File: src/icache_pkg.sv
`default_nettype none

package icache_pkg;

    // address layout, msb first: tag, index, offset, align
    localparam int addr_width = 32;
    localparam int num_ways = 4;
    localparam int way_bits = 2;
    localparam int num_sets = 16;
    localparam int index_bits = 4;
    localparam int line_words = 8;
    localparam int offset_bits = 3;
    localparam int align_bits = 3;
    localparam int tag_bits = addr_width - index_bits - offset_bits - align_bits;
    localparam int word_width = 64;
    localparam int word_bytes = word_width / 8;
    localparam int cbus_width = 32;
    localparam int beats_per_line = 16;
    localparam int count_bits = $clog2(beats_per_line);
    localparam int mem_addr_bits = way_bits + index_bits + offset_bits;

    // field positions inside a byte address
    localparam int offset_lsb = align_bits;
    localparam int index_lsb = offset_lsb + offset_bits;
    localparam int tag_lsb = index_lsb + index_bits;
    // bit 2 picks the 32-bit half of a word
    localparam int half_bit = 2;

    typedef logic [addr_width-1:0] addr_t;
    typedef logic [tag_bits-1:0] tag_t;
    typedef logic [index_bits-1:0] index_t;
    typedef logic [offset_bits-1:0] offset_t;
    typedef logic [way_bits-1:0] way_t;
    typedef logic [num_ways-2:0] select_t;
    typedef logic [word_width-1:0] word_t;
    typedef logic [cbus_width-1:0] beat_t;
    typedef logic [count_bits-1:0] count_t;
    typedef logic [mem_addr_bits-1:0] mem_addr_t;
    typedef logic [word_bytes-1:0] byte_en_t;
    typedef logic [line_words-1:0] ready_t;

    // byte enables for each half of a word
    localparam byte_en_t lower_half_en = {{(word_bytes / 2){1'b0}}, {(word_bytes / 2){1'b1}}};
    localparam byte_en_t upper_half_en = {{(word_bytes / 2){1'b1}}, {(word_bytes / 2){1'b0}}};

    typedef enum logic {
        idle,
        fetch
    } refill_state_t;

endpackage

`default_nettype wire
File: src/refill_unit.sv
`default_nettype none

module refill_unit (
    input  logic                  clk,
    input  logic                  resetn,
    input  logic                  miss_start,
    input  icache_pkg::addr_t     miss_addr,
    input  icache_pkg::way_t      miss_way,
    output logic                  busy,
    output icache_pkg::index_t    line_index,
    output icache_pkg::way_t      line_way,
    output icache_pkg::ready_t    word_ready,
    output logic                  completing,
    output icache_pkg::offset_t   completing_offset,
    output logic                  fill,
    output icache_pkg::tag_t      fill_tag,
    output logic                  cbus_valid,
    output icache_pkg::addr_t     cbus_addr,
    input  logic                  cbus_okay,
    input  icache_pkg::beat_t     cbus_rdata,
    input  logic                  cbus_last,
    output icache_pkg::byte_en_t  wr_en,
    output icache_pkg::mem_addr_t wr_addr,
    output icache_pkg::word_t     wr_data
);

    icache_pkg::refill_state_t state_q;
    icache_pkg::count_t count_q;
    icache_pkg::addr_t line_addr_q;
    icache_pkg::way_t way_q;
    icache_pkg::ready_t ready_q;

    logic beat;
    logic upper;
    logic start;
    icache_pkg::offset_t beat_offset;

    assign busy = (state_q == icache_pkg::fetch);
    assign start = (state_q == icache_pkg::idle) && miss_start;
    assign beat = busy && cbus_okay;

    // low counter bit is the half, the rest is the word offset
    assign upper = count_q[0];
    assign beat_offset = count_q[icache_pkg::count_bits-1:1];

    // tag goes valid in the miss cycle itself
    assign fill = start;
    assign fill_tag = miss_addr[icache_pkg::tag_lsb +: icache_pkg::tag_bits];

    assign line_index = line_addr_q[icache_pkg::index_lsb +: icache_pkg::index_bits];
    assign line_way = way_q;
    assign word_ready = ready_q;
    assign completing = beat && upper;
    assign completing_offset = beat_offset;

    assign cbus_valid = busy;
    assign cbus_addr = line_addr_q;

    // beat copied into both halves, enables pick one
    assign wr_data = {(icache_pkg::word_width / icache_pkg::cbus_width){cbus_rdata}};
    assign wr_addr = {way_q, line_index, beat_offset};
    always_comb begin
        if (!beat) begin
            wr_en = '0;
        end else if (upper) begin
            wr_en = icache_pkg::upper_half_en;
        end else begin
            wr_en = icache_pkg::lower_half_en;
        end
    end

    always_ff @(posedge clk) begin
        if (resetn) begin
            state_q <= icache_pkg::idle;
            count_q <= '0;
            ready_q <= '0;
        end else begin
            case (state_q)
                icache_pkg::idle: begin
                    if (miss_start) begin
                        state_q <= icache_pkg::fetch;
                        count_q <= '0;
                        ready_q <= '0;
                    end
                end
                icache_pkg::fetch: begin
                    if (cbus_okay) begin
                        count_q <= count_q + 1'b1;
                        if (upper) begin
                            ready_q[beat_offset] <= 1'b1;
                        end
                        // memory ends the line with last
                        if (cbus_last) begin
                            state_q <= icache_pkg::idle;
                        end
                    end
                end
                default: begin
                    state_q <= icache_pkg::idle;
                end
            endcase
        end
    end

    // line-aligned address and way of the refill
    always_ff @(posedge clk) begin
        if (start) begin
            line_addr_q <= {miss_addr[icache_pkg::addr_width-1:icache_pkg::index_lsb],
                            {icache_pkg::index_lsb{1'b0}}};
            way_q <= miss_way;
        end
    end

endmodule

`default_nettype wire

File: config.mk
export PLATFORM = sky130hd
export DESIGN_NAME = refill_unit
export DESIGN_NICKNAME = d
export VERILOG_FILES = /design/src/icache_pkg.sv /design/src/refill_unit.sv
export SDC_FILE = /design/constraint.sdc
export NUM_CORES = 1
export LEC_CHECK = 0
export BUFFER_PORTS_ARGS = -buffer_cell sky130_fd_sc_hd__clkbuf_2
export CORE_AREA = 2 2 87 89
export DETAILED_ROUTE_END_ITERATION = 7
export DIE_AREA = 0 0 89 91
export PLACE_DENSITY_LB_ADDON = 0.25
export SLEW_MARGIN = 20
export SYNTH_ARGS = -nofsm -noshare
export SYNTH_HDL_FRONTEND = slang
export SYNTH_SLANG_ARGS = --single-unit
File: constraint.sdc
create_clock -name clk -period 3.4 [get_ports clk]
set_input_delay 0.68 -clock clk [delete_from_list [all_inputs] [get_ports clk]]
set_output_delay 0.68 -clock clk [all_outputs]
set_load 0.005 [all_outputs]
==> results.md <==
* Status: completed
* Die X at approximately 90 µm
* Die H at between 90 and 100 µm
* Vias in the first global route at around 1.1k
* Total GRT Usage at just under 9%
* Layout area overhead at -3.258%
* Fin nets at 283
* Via count at 1219
* Syn_area_per_cell at ~11 µm²
* Port buffer count at roughly 120
* TritonCTS clock tree: built
* Core area at around 0.0071 mm²
* Critical path launch point type: flip-flop
* Worst hold stages at 1
* Maximum fanout along the worst path at 10
* Post-CTS setup buffers at 0
* Slew @ Worst Pin at 533.6 ps
* Maximum capacitance violations at 0
* Detailed placement HPWL at just over 3 mm
* FMAX at ~480 MHz
* Antenna violations before repair at 0
* Register area at approximately 0.0011 mm²
* Largest net degree at the start of global routing at 33
* DRC Markers at 0
* Critical Path AT at 1430 ps
* Post-Syn Area at ~0.0023 mm²
* Worst setup margin at around 1300 ps
* Yosys warns at 0
* Clock buffer count from CTS at 5
* Slew Viols, Final at 0
* Register area share after synthesis at 48.59%
* Setup CP Type: flip-flop to output port
* GP Congestion at 0.7258
* Area of the multi-input gates at between 200 and 300 µm²
* Remaining antenna violation count at 0
* Share of layout cells above drive strength 1 at between 60% and 70%
* IO Pins at roughly 230
* Synth Register Bits at 41
* Global route total overflow at 0
* Initial Utilization at between 30% and 40%
* Pre-CTS setup slack at 1288 ps
* 1st-pass router iterations at 4
* FP Rows at 31
* CTS Hold Buffers Added at 0
* Iter 0 DRT Violations at 27
* Max_slew headroom at 64.38%
* Final core occ at between 30% and 40%
* Leakage at between 1 and 1.5 nW
* Pwr Total at approximately 0.97 mW
* Clock root buffer: clkbuf_8
* Synth Instances at between 150 and 200
* Worst hold path type: flip-flop to flip-flop
* Post-Route WL at between 3 and 4 mm
* Filler Cell Count at 756
* Pwr dens at between 400 and 500 mW/mm²
* Die area at 0.008099 mm²
* Post-CTS sizing at 0
* Wirelength per Cell at about 12 µm
* RSZ-0062 raised after global routing: false
* Max clock buf depth at 2
* Crit end category: output port
* Final worst path period share at about 62%
* Clk sinks at slightly above 40
* H-Tree Depth at 2
* Crit path time final at 2105 ps
* First-pass GRT wire length at approximately 5.3 mm
* Clock skew at approximately 5.9 ps
* Setup violators final at 0
* CTS clk-pin slew, worst paths at approximately 80 ps
* Vias/cell at roughly 3.9
* N_diodes at 0
* Final hold viol count at 0
* Worst skew pair latency at around 280 ps
* Synth unique cells at 28
* R2R cell count at 4
* Req. time, crit path at 2720 ps
* Worst VDD drop at roughly 120 µV
* Final setup TNS at 0 ps
[state kept, by name, summed over array words and instances (netlist names)]
register	count
busy	1
line_way	2
word_ready	8
cbus_addr	26
count_q	4
[critical path: stages (launching register included)]
cell and delay (ps):
dfxtp_1 510, nand2_1 180, nor2_1 280, clkbuf_2 170
[final timing paths]
check                                    from            end  slack (ps)
worst min register to register  word_ready[5]  word_ready[5]         480
worst min-delay path            word_ready[5]  word_ready[5]         480
worst max register to register           busy  word_ready[4]        1830
worst max-delay path                     busy       wr_en[6]        1290
[synth_stat cells]
master | number | area, µm²
a2111oi_4 | 1 | 27.53
a211oi_1 | 1 | 7.510
a21oi_1 | 2 | 10.01
a22o_1 | 2 | 17.52
a311oi_1 | 1 | 8.760
a31o_1 | 1 | 8.760
a31oi_1 | 2 | 12.51
a32o_1 | 2 | 20.02
a32oi_1 | 1 | 8.760
and2b_2 | 1 | 8.760
and4_4 | 1 | 11.26
buf_4 | 116 | 870.8
buf_6 | 2 | 22.52
clkbuf_1 | 1 | 3.750
conb_1 | 1 | 3.750
dfxtp_1 | 13 | 260.3
edfxtp_1 | 28 | 840.8
ha_1 | 1 | 12.51
inv_1 | 2 | 7.510
mux2i_1 | 1 | 10.01
nand2_1 | 1 | 3.750
nand3_1 | 1 | 5.000
nor2_1 | 12 | 45.04
nor2b_1 | 1 | 6.260
nor3_1 | 1 | 5.000
nor4_2 | 1 | 12.51
or2_1 | 1 | 6.260
xor2_1 | 1 | 8.760
[routing by layer]
layer	global-route usage, %	vias to the layer above	routed length [µm]
met2	13.87	84	1805
met5	0	-	0
li1	-	564	-
met3	3.727	24	451
met4	6.095	0	143
met1	9.106	547	1456
[cells in the final DEF (no fill, tap or decap), drive strengths merged, types with 2 or more instances in the layout]
cell    count
a32o        2
a22o        2
a21oi       2
clkinv      2
a31oi       2
edfxtp     28
inv         2
clkbuf    124
conb        6
nor2       12
dfxtp      13
[logic make-up (layout without fill, tap and decap cells)]
logic type	Yosys count	count (layout)	synth area share [%]
AOI/OAI and AO/OA	13	13	5.357
xor gates and xnor gates	1	1	0.3866
adders and majority gates	1	1	0.5521
buffers and inverters	121	129	39.92
DFF	41	41	48.59
muxes	1	1	0.4418
other	1	6	0.1655
and+or+nand+nor	20	20	4.583
[power breakdown]
group          total (mW)  switching (mW)  internal [mW]
clock               0.299           0.157          0.142
sequential          0.569          0.0106          0.559
combinational      0.0986          0.0515         0.0471
[area by class of cell]
class,instances,share of cell area (%)
inverters,2,0.3425
repair buffers,119,27.28
multi-input cells,42,12.73
clock buffers,6,3.311
well taps,99,5.651
clock inverters,2,0.4566
flip-flops and latches,41,50.23
[stage by stage]
step	instances	area (µm²)	hold slack, ps
2_1_floorplan	204	2285	460.4
3_3_place_gp	303	2110	450.4
3_5_place_dp	303	2110	461.0
4_1_cts	311	2192	482.3
5_1_grt	311	2192	510.6
6_report	311	2192	478.7
(Power assumes the default switching activity.)
