--- src/icache_pkg.sv ---
`default_nettype none

package icache_pkg;

    // address layout, msb first: tag, index, offset, align
    localparam int addr_width = 32;
    localparam int num_ways = 4;
    localparam int way_bits = 2;
    localparam int num_sets = 16;
    localparam int index_bits = 4;
    localparam int line_words = 8;
    localparam int offset_bits = 3;
    localparam int align_bits = 3;
    localparam int tag_bits = addr_width - index_bits - offset_bits - align_bits;
    localparam int word_width = 64;
    localparam int word_bytes = word_width / 8;
    localparam int cbus_width = 32;
    localparam int beats_per_line = 16;
    localparam int count_bits = $clog2(beats_per_line);
    localparam int mem_addr_bits = way_bits + index_bits + offset_bits;

    // field positions inside a byte address
    localparam int offset_lsb = align_bits;
    localparam int index_lsb = offset_lsb + offset_bits;
    localparam int tag_lsb = index_lsb + index_bits;
    // bit 2 picks the 32-bit half of a word
    localparam int half_bit = 2;

    typedef logic [addr_width-1:0] addr_t;
    typedef logic [tag_bits-1:0] tag_t;
    typedef logic [index_bits-1:0] index_t;
    typedef logic [offset_bits-1:0] offset_t;
    typedef logic [way_bits-1:0] way_t;
    typedef logic [num_ways-2:0] select_t;
    typedef logic [word_width-1:0] word_t;
    typedef logic [cbus_width-1:0] beat_t;
    typedef logic [count_bits-1:0] count_t;
    typedef logic [mem_addr_bits-1:0] mem_addr_t;
    typedef logic [word_bytes-1:0] byte_en_t;
    typedef logic [line_words-1:0] ready_t;

    // byte enables for each half of a word
    localparam byte_en_t lower_half_en = {{(word_bytes / 2){1'b0}}, {(word_bytes / 2){1'b1}}};
    localparam byte_en_t upper_half_en = {{(word_bytes / 2){1'b1}}, {(word_bytes / 2){1'b0}}};

    typedef enum logic {
        idle,
        fetch
    } refill_state_t;

endpackage

`default_nettype wire
--- src/tag_store.sv ---
`default_nettype none

module tag_store (
    input  logic                 clk,
    input  logic                 resetn,
    input  icache_pkg::index_t   lookup_index,
    input  icache_pkg::tag_t     lookup_tag,
    output logic                 hit,
    output icache_pkg::way_t     hit_way,
    output icache_pkg::way_t     victim_way,
    input  logic                 touch,
    input  icache_pkg::way_t     touch_way,
    input  logic                 fill,
    input  icache_pkg::index_t   fill_index,
    input  icache_pkg::way_t     fill_way,
    input  icache_pkg::tag_t     fill_tag
);

    logic [icache_pkg::num_ways-1:0] valid_q [icache_pkg::num_sets];
    icache_pkg::tag_t tags_q [icache_pkg::num_sets][icache_pkg::num_ways];
    icache_pkg::select_t select_q [icache_pkg::num_sets];

    logic [icache_pkg::num_ways-1:0] hit_bits;
    icache_pkg::select_t touch_select;
    icache_pkg::select_t fill_select;

    // associative compare across all ways of the set
    for (genvar w = 0; w < icache_pkg::num_ways; w++) begin : g_cmp
        assign hit_bits[w] = valid_q[lookup_index][w] &&
            (tags_q[lookup_index][w] == lookup_tag);
    end

    assign hit = |hit_bits;

    // one-hot to binary
    always_comb begin
        hit_way = '0;
        for (int w = 0; w < icache_pkg::num_ways; w++) begin
            if (hit_bits[w]) begin
                hit_way = hit_way | icache_pkg::way_t'(w);
            end
        end
    end

    // victim and touch update for the looked-up set
    plru_tree u_plru_lookup (
        .select     (select_q[lookup_index]),
        .touch_way  (touch_way),
        .victim     (victim_way),
        .new_select (touch_select)
    );

    // a fill counts as an access to the filled way
    plru_tree u_plru_fill (
        .select     (select_q[fill_index]),
        .touch_way  (fill_way),
        .victim     (),
        .new_select (fill_select)
    );

    always_ff @(posedge clk) begin
        if (resetn) begin
            for (int s = 0; s < icache_pkg::num_sets; s++) begin
                valid_q[s] <= '0;
                select_q[s] <= '0;
            end
        end else begin
            if (touch) begin
                select_q[lookup_index] <= touch_select;
            end
            // fill wins if both hit the same set
            if (fill) begin
                valid_q[fill_index][fill_way] <= 1'b1;
                select_q[fill_index] <= fill_select;
            end
        end
    end

    always_ff @(posedge clk) begin
        if (fill) begin
            tags_q[fill_index][fill_way] <= fill_tag;
        end
    end

endmodule

`default_nettype wire

--- src/plru_tree.sv ---
`default_nettype none

module plru_tree (
    input  icache_pkg::select_t select,
    input  icache_pkg::way_t    touch_way,
    output icache_pkg::way_t    victim,
    output icache_pkg::select_t new_select
);

    // bit 0 is the root, 0 means the victim is in ways 0/1
    // bit 1 chooses between ways 0 and 1, bit 2 between ways 2 and 3
    always_comb begin
        if (select[0]) begin
            victim = {1'b1, select[2]};
        end else begin
            victim = {1'b0, select[1]};
        end
    end

    // point every node on the path away from the touched way
    always_comb begin
        new_select = select;
        new_select[0] = ~touch_way[1];
        if (touch_way[1]) begin
            new_select[2] = ~touch_way[0];
        end else begin
            new_select[1] = ~touch_way[0];
        end
    end

endmodule

`default_nettype wire

--- config.mk ---
export PLATFORM = sky130hd
export DESIGN_NAME = tag_store
export DESIGN_NICKNAME = d
export VERILOG_FILES = /design/src/icache_pkg.sv /design/src/tag_store.sv /design/src/plru_tree.sv
export SDC_FILE = /design/constraint.sdc
export NUM_CORES = 1
export LEC_CHECK = 0
export BUFFER_PORTS_ARGS = -buffer_cell sky130_fd_sc_hd__buf_2
export CAP_MARGIN = 10
export CORE_MARGIN = 10
export CORE_UTILIZATION = 25
export CTS_CLUSTER_DIAMETER = 150
export DETAILED_ROUTE_END_ITERATION = 6
export GPL_ROUTABILITY_DRIVEN = 1
export PLACE_DENSITY = 0.34
export SETUP_SLACK_MARGIN = 0.15
export SLEW_MARGIN = 20
export SYNTH_ARGS = -nofsm -noshare
export SYNTH_HDL_FRONTEND = slang
export SYNTH_SLANG_ARGS = --single-unit
--- constraint.sdc ---
create_clock -name clk -period 4.8 [get_ports clk]
set_input_delay 0.72 -clock clk [delete_from_list [all_inputs] [get_ports clk]]
set_output_delay 0.72 -clock clk [all_outputs]
set_load 0.005 [all_outputs]
==> impl_metrics.ini <==
[run_status]
status = finished, violations left
violations = setup timing

[global_routing]
globalRouteOverflowTotal = 0
grt_pass1_vias = 34140
antenna_found_initial = 34
grt_pass1_wl_mm = 294.6
grt_max_degree = 65
grt_usage_pct = 16.18

[floorplanning]
dieHeight_um = 512.1
dieArea_mm2 = 0.2622
io_pins = 65
die_w_um = 512.1
start_util_pct = 25.14
rows = 180
core_mm2 = 0.2408

[clocking]
clk_latency_ns = 0.82
cts_tree = yes
htree_num_levels = 4
cts-buffers-inserted = 178
root_buffer = clkbuf_16
cts_max_path_buffers = 3
path_clk_slew_ns = 0.06
clock_sinks = 1520

[sta]
max_freq_mhz = 203.9
tightest_slew_ns = 1.125
final.period_utilization_pct = 102.2
slew_headroom_pct = 24.82
fin_worst_skew_ns = 0.01266
hold_violations = 0
rsz0062_at_grt = yes
finalSetupViolations = 3
final_max_slew_viol_count = 0
fin_ws_ns = -0.1034
final.min_clock_period_ns = 4.903

[finish]
final_cell_area_mm2 = 0.07330
layout.nets = 3517
fin_cells = 6807
drive_gt1_share_pct = 31.74
area_growth_pct = 21.10

[worst_setup_path]
cp.required_ns = 4.08
path_class = flop to primary output
cp-end-kind = primary output
start_kind = flop
critical_path.max_fanout = 3
cp.arrival_ns = 4.18

[synthesis]
synthArstFlopShare_pct = 0
muxShareOfSynthArea_pct = 16.34
synth_commonest_cells = 1,456 x edfxtp_1, 375 x mux4_2, 208 x nor2_1, 131 x mux2i_1, 106 x nand2_1
netlist_top_cells_area = edfxtp_1 72%, mux4_2 14%, mux2i_1 2.2%
synth_warnings = 0
synthXorXnorAreaFrac_pct = 1.158
syn-num-nets = 3114
ys_seq_area_share_pct = 74.35
synth-main-ff-cell = edfxtp_1
postSynthAreaPerCell_um2 = 19.82
netlist_instances = 3054
synth.cell_area_mm2 = 0.06053
synth_top_family_by_area = multiplexers
synthSimpleGateAreaFrac_pct = 2.933
synth_edf_count = 1456
synth-compound-area-share_pct = 3.473
ys_types = 65
synthAdderAreaFrac_pct = 0
ys_seq_elements = 1520
synth_top_area_cell = edfxtp_1
yosysMostFrequentCell = edfxtp_1
synth_top_area_share_pct = 72.23

[placed_design]
port_buffers = 64
dp_hpwl_mm = 136.6
post_dp_cell_area_mm2 = 0.06720
dpl.cell_count = 6458
gp_congestion = 0.7820

[route]
wirelength_mm = 217.8
via_per_inst = 4.776
first_pass_iters = 7
ant_nets = 0
first_iter_violations = 3292
route.detailed.drc = 0
wl_per_cell_um = 31.99
vias = 32510

[pwr]
powerDensity_mw_per_mm2 = 411.9
p_leak_nw = 23.33
peakVddDrop_mv = 0.2439
finalPower_w = 0.03020

[hold_path]
hp-class = input port to flop

[job]
maxCapViolCount = 0
layout make-up:
cell class,count,area (µm²)
inverter,26,102.6
timing repair buffer,399,3488
antenna,14,35.03
sequential,1520,45000
multi-input combinational,1332,14840
clock inverter,101,988.4
fill,23330,167500
tap,3185,3985
clock buffer,230,4857
kinds of logic after synthesis:
| group | after synthesis |
|---|---|
| DFF | 1520 |
| AOI/OAI and AO/OA | 321 |
| and+or+nand+nor | 413 |
| muxes | 518 |
| xor gates and xnor gates | 80 |
| buffers and inverters | 202 |
sequential cells by signal, summed over array words and instances (netlist names):
| name | flops |
|---|---|
| tags_q | 1408 |
| valid_q | 64 |
| select_q | 48 |
report_power, final:
| part | leakage [nW] | total [W] | internal, W | switching, W |
|---|---|---|---|---|
| combinational | 6.78 | 0.00200 | 0.000738 | 0.00126 |
| clock | 2.88 | 0.0135 | 0.00800 | 0.00554 |
| sequential | 13.7 | 0.0147 | 0.0146 | 0.0000271 |
| total | 23.3 | 0.0302 | 0.0234 | 0.00682 |
cells in the final DEF, fill, tap and decap left out, types with 7 or more instances in the layout:
| cell | count |
|---|---|
| edfxtp_1 | 1456 |
| mux4_2 | 375 |
| buf_4 | 293 |
| clkbuf_16 | 185 |
| nor2_1 | 142 |
| mux2i_1 | 130 |
| nand2_1 | 104 |
| o21ai_0 | 87 |
| xnor2_1 | 71 |
| dfxtp_1 | 64 |
| buf_2 | 57 |
| o22ai_1 | 51 |
| clkinv_2 | 46 |
| a21oi_1 | 45 |
| nor2_2 | 40 |
| clkbuf_1 | 38 |
| buf_12 | 35 |
| clkinv_1 | 33 |
| a22oi_1 | 33 |
| nor2_4 | 26 |
| nand3_1 | 24 |
| nand4_1 | 17 |
| o2bb2ai_1 | 16 |
| bufinv_16 | 16 |
| diode_2 | 14 |
| inv_1 | 14 |
| mux2_2 | 12 |
| a221oi_1 | 12 |
| nand2b_1 | 11 |
| a22o_1 | 11 |
| nor2b_1 | 10 |
| a211oi_1 | 8 |
| xor2_1 | 8 |
| clkbuf_8 | 8 |
| o211ai_1 | 7 |
| o31ai_1 | 7 |
repair_timing:
action                     CTS  global route
setup buffers                0             1
setup endpoints to repair    3             3
hold buffers                 0             0
resized for setup           16            11
cloned                       2             1
pin swaps                    3             2
hold endpoints to repair     0             0
metrics by stage:
step           TNS [ns]  util [%]  worst slack, ns  hold slack (ns)
6_report        -0.1916     30.45          -0.1034           0.3639
5_1_grt         -0.5735     30.44          -0.2591           0.3273
4_1_cts         -0.4810     30.40          -0.2287           0.2991
3_5_place_dp     -1.274     27.91          -0.5537           0.4593
3_3_place_gp     -1.379     27.91          -0.5592           0.4453
2_1_floorplan         0         -           0.7714           0.4256
critical path, stage by stage (launching register included):
cell and delay [ns]:
edfxtp_1 0.36, mux4_2 0.49, mux4_2 0.49, xnor2_2 0.15
nand4_1 0.28, or4_1 0.54, or4_4 0.44, buf_6 0.16
nand4_1 0.27, buf_2 0.18
layer usage:
metal,up-vias,routed length [µm],GRT usage [%]
li1,13440,-,-
met1,17660,94860,21.78
met2,1122,102900,26.26
met3,287,13270,3.258
met4,8,6651,5.021
met5,-,55,0
final timing paths:
path                                                 from                        to  slack (ns)  depth (start not counted)
worst min-delay path                               resetn     valid_q[7][0]$_DFF_P_        0.36                          2
worst max-delay path             tags_q[13][19]$_DFFE_PP_                       hit       -0.10                          9
worst min register to register      valid_q[9][1]$_DFF_P_     valid_q[9][1]$_DFF_P_        0.46                          2
worst max register to register  select_q[15][2]$_DFFE_PP_  select_q[1][2]$_DFFE_PP_        2.50                          5
(Power assumes the default switching activity.)
